[config.mk]
export PLATFORM = sky130hd
export DESIGN_NAME = cart_top
export DESIGN_NICKNAME = d
export VERILOG_FILES = /design/src/source/cart_pkg.sv /design/src/source/cpu_req_if.sv /design/src/source/cart_top.sv /design/src/source/prg_fetch.sv /design/src/source/mapper_071.sv /design/src/source/cpu_req_port.sv
export SDC_FILE = /design/constraint.sdc
export NUM_CORES = 1
export LEC_CHECK = 0
export ABC_AREA = 1
export BUFFER_PORTS_ARGS = -buffer_cell sky130_fd_sc_hd__buf_2
export CAP_MARGIN = 15
export CORE_UTILIZATION = 45
export CTS_CLUSTER_DIAMETER = 100
export DETAILED_ROUTE_END_ITERATION = 8
export HOLD_SLACK_MARGIN = 0.15
export PLACE_DENSITY = 0.78
export SLEW_MARGIN = 20
export SYNTH_ARGS = -nofsm -noshare
export SYNTH_HDL_FRONTEND = slang
export SYNTH_SLANG_ARGS = --single-unit
[constraint.sdc]
create_clock -name m2 -period 5.35 [get_ports m2]
set_input_delay 0.2675 -clock m2 [delete_from_list [all_inputs] [get_ports m2]]
set_output_delay 0.2675 -clock m2 [all_outputs]
set_load 0.02 [all_outputs]
[src/source/cart_pkg.sv]
package cart_pkg;

	localparam int CPU_ADDR_W = 16;
	localparam int CPU_DATA_W = 8;
	localparam int PRG_ADDR_W = 18;
	localparam int PRG_BANK_W = 4;
	localparam int PPU_ADDR_W = 14;
	localparam int SST_ADDR_W = 8;
	localparam int REGION_W   = 2;

	// Size of one 16 KB PRG window in address bits
	localparam int PRG_WINDOW_W = 14;

	typedef logic [CPU_ADDR_W-1:0] cpu_addr_t;
	typedef logic [CPU_DATA_W-1:0] cpu_data_t;
	typedef logic [PRG_ADDR_W-1:0] prg_addr_t;
	typedef logic [PRG_BANK_W-1:0] prg_bank_t;
	typedef logic [PPU_ADDR_W-1:0] ppu_addr_t;
	typedef logic [SST_ADDR_W-1:0] sst_addr_t;
	typedef logic [REGION_W-1:0]   cpu_region_t;

	// Mapper number reported through the save-state port
	localparam cpu_data_t MAPPER_ID = 8'd71;

	// Request classes after address decode
	localparam cpu_region_t REGION_PRG_READ     = 2'd0;
	localparam cpu_region_t REGION_BANK_WRITE   = 2'd1;
	localparam cpu_region_t REGION_MIRROR_WRITE = 2'd2;

	// Save-state register map
	localparam sst_addr_t SST_ADDR_REGS = 8'd0;
	localparam sst_addr_t SST_ADDR_ID   = 8'd127;

	// Bit positions inside the packed register byte
	localparam int SST_MIR_MODE_BIT = 7;
	localparam int SST_MIR_ON_BIT   = 6;

endpackage
[src/source/cpu_req_if.sv]
`timescale 1ns/1ns

// Decoded CPU request travelling from the input port to the mapper
interface cpu_req_if
	import cart_pkg::*;
();

	logic        valid;
	logic        ready;
	cpu_addr_t   addr;
	logic        rw;
	cpu_data_t   data;
	cpu_region_t region;

	// Port side, owns the payload
	modport src
	(
		output valid,
		output addr,
		output rw,
		output data,
		output region,
		input  ready
	);

	// Mapper side, only answers with ready
	modport sink
	(
		input  valid,
		input  addr,
		input  rw,
		input  data,
		input  region,
		output ready
	);

endinterface

[src/source/cart_top.sv]
`timescale 1ns/1ns

module cart_top
	import cart_pkg::*;
(
	input  logic      m2,
	input  logic      reset,
	// CPU bus requests
	input  logic      cpu_valid,
	output logic      cpu_ready,
	input  cpu_addr_t cpu_addr,
	input  logic      cpu_rw,
	input  cpu_data_t cpu_wdata,
	// Read responses
	output logic      rsp_valid,
	input  logic      rsp_ready,
	output cpu_data_t rsp_data,
	// External PRG memory
	output prg_addr_t prg_mem_addr,
	input  cpu_data_t prg_mem_rdata,
	// PPU nametable side
	input  ppu_addr_t ppu_addr,
	input  logic      cfg_mir_v,
	output logic      ciram_a10,
	output logic      ciram_ce,
	// Save state
	input  logic      sst_act,
	input  logic      sst_we,
	input  sst_addr_t sst_addr,
	input  cpu_data_t sst_wdata,
	output cpu_data_t sst_rdata
);

	logic      prg_valid;
	logic      prg_ready;
	prg_addr_t prg_addr;

	cpu_req_if req_bus ();

	cpu_req_port u_port
	(
		.m2        (m2),
		.reset     (reset),
		.cpu_valid (cpu_valid),
		.cpu_addr  (cpu_addr),
		.cpu_rw    (cpu_rw),
		.cpu_wdata (cpu_wdata),
		.cpu_ready (cpu_ready),
		.req       (req_bus.src)
	);

	mapper_071 u_mapper
	(
		.m2        (m2),
		.reset     (reset),
		.req       (req_bus.sink),
		.prg_valid (prg_valid),
		.prg_ready (prg_ready),
		.prg_addr  (prg_addr),
		.ppu_addr  (ppu_addr),
		.cfg_mir_v (cfg_mir_v),
		.ciram_a10 (ciram_a10),
		.ciram_ce  (ciram_ce),
		.sst_act   (sst_act),
		.sst_we    (sst_we),
		.sst_addr  (sst_addr),
		.sst_wdata (sst_wdata),
		.sst_rdata (sst_rdata)
	);

	prg_fetch u_fetch
	(
		.m2            (m2),
		.reset         (reset),
		.prg_valid     (prg_valid),
		.prg_ready     (prg_ready),
		.prg_addr      (prg_addr),
		.prg_mem_addr  (prg_mem_addr),
		.prg_mem_rdata (prg_mem_rdata),
		.rsp_valid     (rsp_valid),
		.rsp_ready     (rsp_ready),
		.rsp_data      (rsp_data)
	);

endmodule

[src/source/prg_fetch.sv]
`timescale 1ns/1ns

module prg_fetch
	import cart_pkg::*;
(
	input  logic      m2,
	input  logic      reset,
	input  logic      prg_valid,
	output logic      prg_ready,
	input  prg_addr_t prg_addr,
	output prg_addr_t prg_mem_addr,
	input  cpu_data_t prg_mem_rdata,
	output logic      rsp_valid,
	input  logic      rsp_ready,
	output cpu_data_t rsp_data
);

	logic addr_valid;
	logic data_valid;
	logic rsp_free;
	logic addr_move;
	logic addr_load;

	assign rsp_free = !rsp_valid || rsp_ready;

	// The memory cannot hold its output, so a read only leaves the address
	// stage when the response register is sure to be empty a cycle later
	assign addr_move = addr_valid && !data_valid && rsp_free;
	assign prg_ready = !addr_valid || addr_move;
	assign addr_load = prg_valid && prg_ready;

	always_ff @(posedge m2)
	begin
		if (reset)
		begin
			addr_valid <= 1'b0;
			data_valid <= 1'b0;
			rsp_valid  <= 1'b0;
		end
		else
		begin
			if (addr_load)
				addr_valid <= 1'b1;
			else if (addr_move)
				addr_valid <= 1'b0;

			// Memory read in flight
			data_valid <= addr_move;

			if (data_valid)
				rsp_valid <= 1'b1;
			else if (rsp_ready)
				rsp_valid <= 1'b0;
		end
	end

	always_ff @(posedge m2)
	begin
		if (addr_load)
			prg_mem_addr <= prg_addr;
		if (data_valid)
			rsp_data <= prg_mem_rdata;
	end

	// Held response must not change under back-pressure
	assert property (@(posedge m2) disable iff (reset)
		rsp_valid && !rsp_ready |=> rsp_valid && $stable(rsp_data));

endmodule

[src/source/mapper_071.sv]
`timescale 1ns/1ns

module mapper_071
	import cart_pkg::*;
(
	input  logic      m2,
	input  logic      reset,
	cpu_req_if.sink   req,
	output logic      prg_valid,
	input  logic      prg_ready,
	output prg_addr_t prg_addr,
	input  ppu_addr_t ppu_addr,
	input  logic      cfg_mir_v,
	output logic      ciram_a10,
	output logic      ciram_ce,
	input  logic      sst_act,
	input  logic      sst_we,
	input  sst_addr_t sst_addr,
	input  cpu_data_t sst_wdata,
	output cpu_data_t sst_rdata
);

	prg_bank_t prg_bank;
	logic      mir_control_on;
	logic      mirror_mode;
	prg_bank_t bank_sel;
	logic      req_fire;
	logic      bank_wr;
	logic      mirror_wr;
	logic      sst_load;
	cpu_data_t regs_packed;

	// Reads wait on the fetch stage, register writes never stall
	assign req.ready = (req.region == REGION_PRG_READ) ? prg_ready : 1'b1;
	assign req_fire  = req.valid && req.ready;

	// CPU writes are swallowed while a save state is active
	assign bank_wr   = req_fire && req.region == REGION_BANK_WRITE && !sst_act;
	assign mirror_wr = req_fire && req.region == REGION_MIRROR_WRITE && !sst_act;
	assign sst_load  = sst_act && sst_we && sst_addr == SST_ADDR_REGS;

	// $8000 window is switchable, $C000 is pinned to the last bank
	assign bank_sel  = req.addr[PRG_WINDOW_W] ? '1 : prg_bank;
	assign prg_addr  = {bank_sel, req.addr[PRG_WINDOW_W-1:0]};
	assign prg_valid = req.valid && req.region == REGION_PRG_READ;

	always_ff @(posedge m2)
	begin
		if (reset)
		begin
			prg_bank       <= '0;
			mir_control_on <= 1'b0;
		end
		else if (sst_load)
		begin
			prg_bank       <= sst_wdata[PRG_BANK_W-1:0];
			mir_control_on <= sst_wdata[SST_MIR_ON_BIT];
		end
		else
		begin
			if (bank_wr)
				prg_bank <= req.data[PRG_BANK_W-1:0];
			if (mirror_wr)
				mir_control_on <= 1'b1;
		end
	end

	// Only meaningful once the override is on
	always_ff @(posedge m2)
	begin
		if (sst_load)
			mirror_mode <= sst_wdata[SST_MIR_MODE_BIT];
		else if (mirror_wr)
			mirror_mode <= req.data[4];
	end

	// A10 selects vertical mirroring, A11 horizontal
	assign ciram_a10 = mir_control_on ? mirror_mode : cfg_mir_v ? ppu_addr[10] : ppu_addr[11];
	assign ciram_ce  = !ppu_addr[13];

	always_comb
	begin
		regs_packed                   = '0;
		regs_packed[SST_MIR_MODE_BIT] = mirror_mode;
		regs_packed[SST_MIR_ON_BIT]   = mir_control_on;
		regs_packed[PRG_BANK_W-1:0]   = prg_bank;
	end

	always_comb
	begin
		if (sst_addr == SST_ADDR_REGS)
			sst_rdata = regs_packed;
		else if (sst_addr == SST_ADDR_ID)
			sst_rdata = MAPPER_ID;
		else
			sst_rdata = '1;
	end

	// Port decode must never tag a write as a PRG read
	assert property (@(posedge m2) disable iff (reset)
		req.valid && req.region == REGION_PRG_READ |-> req.rw);

endmodule

[src/source/cpu_req_port.sv]
`timescale 1ns/1ns

module cpu_req_port
	import cart_pkg::*;
(
	input  logic      m2,
	input  logic      reset,
	input  logic      cpu_valid,
	input  cpu_addr_t cpu_addr,
	input  logic      cpu_rw,
	input  cpu_data_t cpu_wdata,
	output logic      cpu_ready,
	cpu_req_if.src    req
);

	logic        hit;
	cpu_region_t region;
	logic        take;

	// Address decode, anything not listed here is ignored by the board
	always_comb
	begin
		hit    = 1'b1;
		region = REGION_PRG_READ;
		if (cpu_rw && cpu_addr[15])
			region = REGION_PRG_READ;
		else if (!cpu_rw && cpu_addr[15:14] == 2'b11)
			region = REGION_BANK_WRITE;
		else if (!cpu_rw && cpu_addr[15:12] == 4'b1001)
			region = REGION_MIRROR_WRITE;
		else
			hit = 1'b0;
	end

	// Single entry, free again on the cycle it is taken
	assign cpu_ready = !req.valid || req.ready;
	assign take      = cpu_valid && cpu_ready;

	always_ff @(posedge m2)
	begin
		if (reset)
			req.valid <= 1'b0;
		else if (take)
			req.valid <= hit;
		else if (req.ready)
			req.valid <= 1'b0;
	end

	// Payload only moves when a new request is taken
	always_ff @(posedge m2)
	begin
		if (take)
		begin
			req.addr   <= cpu_addr;
			req.rw     <= cpu_rw;
			req.data   <= cpu_wdata;
			req.region <= region;
		end
	end

	// A stalled request keeps its payload until the mapper takes it
	assert property (@(posedge m2) disable iff (reset)
		req.valid && !req.ready |=> req.valid && $stable(req.addr) && $stable(req.rw)
			&& $stable(req.data) && $stable(req.region));

endmodule

==> results_dict.tcl <==
set metrics [dict create \
    outcome "finished, violations left" \
    violations "design-rule violations" \
    ctsHoldBuffers 28 \
    worstPathMaxFanout 22 \
    setup_violations 0 \
    syn_area_um2 2140 \
    r2r_setup_slack_ns 3.36 \
    synth_seq_area_share 0.771 \
    p_leak_nw 1.32 \
    required_ns 5.30 \
    fp.dieH_um 71.0 \
    cts_resized 0 \
    worstHoldPathType "in -> reg" \
    clkTransAtPathRegs_ns 0.06 \
    hold_viol_final 0 \
    core_um2 4470 \
    clockBufferDepth 2 \
    cap_violations 0 \
    via_per_inst 4.61 \
    dr.pass1.iters 7 \
    layout-drive-gt1-share 0.377 \
    reg2reg_to "u_port.req.addr[0]$_DFFE_PP_" \
    rr_startpoint "u_fetch.data_valid$_SDFF_PP0_" \
    area_growth_pct 44.0 \
    wl_per_cell_um 11.8 \
    antenna_found_initial 0 \
    grt_start_max_net_pins 23 \
    cts_setup_buffers 0 \
    die_w_um 71.0 \
    critical_path.endpoint "u_port.req.addr[0]$_DFFE_PP_" \
    crit_start "u_fetch.data_valid$_SDFF_PP0_" \
    ys_seq_elements 58 \
    fin_skew_ns 0.00784 \
    min_period_ns 1.99 \
    worstSetupPathType "reg -> reg" \
    cts_tree "built" \
    grt-ovfl-total 0 \
    place_area_um2 2640 \
    ir_drop_uv 245 \
    htree_levels 3 \
    place_congestion 0.778 \
    arrival_ns 1.94 \
    grt_pass1_wl_um 6600 \
    place_hpwl_um 2730 \
    endpoint_kind "flop" \
    clockRootBuffer "clkbuf_8" \
    max_freq_mhz 503 \
    cp-start-kind "flop" \
    rsz0062_at_grt "no" \
    worst_slew_pin_slew_ns 0.945 \
    fin_setup_tns_ns 0 \
    slew_violations 0 \
    stdcell_area_um2 3080 \
    yosysUniqueCellTypes 19 \
    netlist_instances 167 \
    remaining_drc_errors 7 \
    cts_inserted_buffers 9 \
    wirelength_um 4150 \
    synth_nets 237 \
    ff2ff_path_depth 4 \
    cts.sinks 58 \
    die_area_um2 5040 \
    grt_usage 0.182 \
    via_count 1622 \
    insertion_delay_ns 0.33 \
    power_mw 0.913 \
    io_pins 108 \
    port_buffers 91 \
    dr.first_iter.drc_count 83 \
    period_share 0.371 \
    avgSynthCellArea_um2 12.8 \
    initial_core_util 0.479 \
    power_density_nw_per_um2 296 \
    yosysWarningCount 0 \
    grt_pass1_vias 1496 \
    diodes 0 \
    max_slew_margin 0.370 \
    rows 24 \
    antenna_left 0 \
    final_nets 365 \
]
==> flip-flops by register name, indices dropped and copies added (netlist names) <==
signal and flops:
u_mapper.mir_control_on 1, u_mapper.prg_bank 4, u_port.req.region 2, u_fetch.data_valid 1, u_port.req.addr 15, u_fetch.addr_valid 1, u_mapper.mirror_mode 1, u_fetch.rsp_valid 1
u_port.req.valid 1, u_fetch.prg_mem_addr 18, u_fetch.rsp_data 8, u_port.req.data 5
==> cell families after synthesis <==
family / synth area share
compound gates: 0.0257
buf+inv: 0.0491
flops: 0.771
simple gates: 0.154
==> worst max-delay path, cell delays in order, from the launching register on <==
cell	delay [ns]
dfxtp_1	0.42
a21oi_1	0.25
nor2_1	0.11
inv_1	0.08
o21a_1	0.74
==> report_power, final <==
part / switching [mW] / total (mW) / leakage (nW) / internal (mW)
clock: 0.155 / 0.332 / 0.0876 / 0.177
combinational: 0.0307 / 0.0660 / 0.706 / 0.0353
sequential: 0.00468 / 0.515 / 0.531 / 0.510
==> Yosys cell counts <==
cell | instances | area (um2)
nand2_2 | 2 | 12.5
buf_6 | 2 | 22.5
o21ai_1 | 3 | 15.0
buf_4 | 1 | 7.51
edfxtp_1 | 49 | 1470
nor4_1 | 1 | 6.26
a21oi_1 | 5 | 25.0
nor2_2 | 2 | 12.5
o21a_1 | 1 | 7.51
nand3_1 | 12 | 60.1
nor2_4 | 1 | 11.3
dfxtp_1 | 9 | 180
inv_2 | 3 | 11.3
inv_1 | 17 | 63.8
nand4_1 | 3 | 18.8
a21boi_1 | 1 | 7.51
and3_1 | 1 | 6.26
nand2_1 | 34 | 128
nor2_1 | 20 | 75.1
==> per-layer routing <==
layer  vias up  share of wire  track usage  wire [um]
met5         -              0            0          0
met4         0          0.034        0.131        142
met3        13          0.056       0.0427        233
met2        65           0.51        0.309       2120
met1       725           0.40        0.202       1650
li1        819              -            -          -
==> stage by stage <==
step | instances | worst slack (ns) | utilization | hold slack, ns
detailed placement | 308 | 3.33 | 0.590 | 0.405
CTS | 352 | 3.33 | 0.689 | 0.156
floorplan | 167 | 3.51 | - | 0.337
global placement | 308 | 3.42 | 0.590 | 0.401
global route | 352 | 3.17 | 0.689 | 0.171
finish | 352 | 3.36 | 0.689 | 0.170
==> layout make-up <==
class | instances | area [um2]
sequential | 58 | 1650
fill | 340 | 1390
timing repair buffer | 120 | 743
multi-input combinational | 86 | 385
clock buffer | 12 | 145
inverter | 20 | 75.1
tap | 52 | 65.1
clock inverter | 4 | 18.8
==> worst min path at each step <==
stage / to / from / slack, ns / cells past startpoint
after floorplan: u_fetch.addr_valid$_SDFFE_PP0P_ / reset / 0.34 / 1
after global placement: u_fetch.prg_mem_addr[0]$_DFFE_PP_ / u_port.req.addr[0]$_DFFE_PP_ / 0.40 / 0
after detailed placement: u_fetch.prg_mem_addr[13]$_DFFE_PP_ / u_port.req.addr[13]$_DFFE_PP_ / 0.40 / 0
after CTS: u_port.req.addr[14]$_DFFE_PP_ / cpu_addr[14] / 0.16 / 1
after global routing: u_port.req.addr[14]$_DFFE_PP_ / cpu_addr[14] / 0.17 / 1
final: u_port.req.addr[14]$_DFFE_PP_ / cpu_addr[14] / 0.17 / 1
==> placed cells by master, fill, tap and decap left out <==
master,Yosys,layout
clkinv_1,0,1
nand4_1,3,3
buf_2,0,91
nor4_1,1,1
buf_4,1,1
clkbuf_1,0,2
nor2_1,20,20
inv_1,17,17
a21boi_1,1,1
nand2_1,34,34
nand2_2,2,2
and3_1,1,1
o21a_1,1,1
nor2_4,1,1
dfxtp_1,9,9
o21ai_1,3,3
dlygate4sd3_1,0,28
edfxtp_1,49,49
nand3_1,12,12
a21oi_1,5,5
nor2_2,2,2
clkbuf_8,0,10
inv_2,3,3
clkinv_2,0,3
No activity file was read; power rests on OpenSTA's default activity.
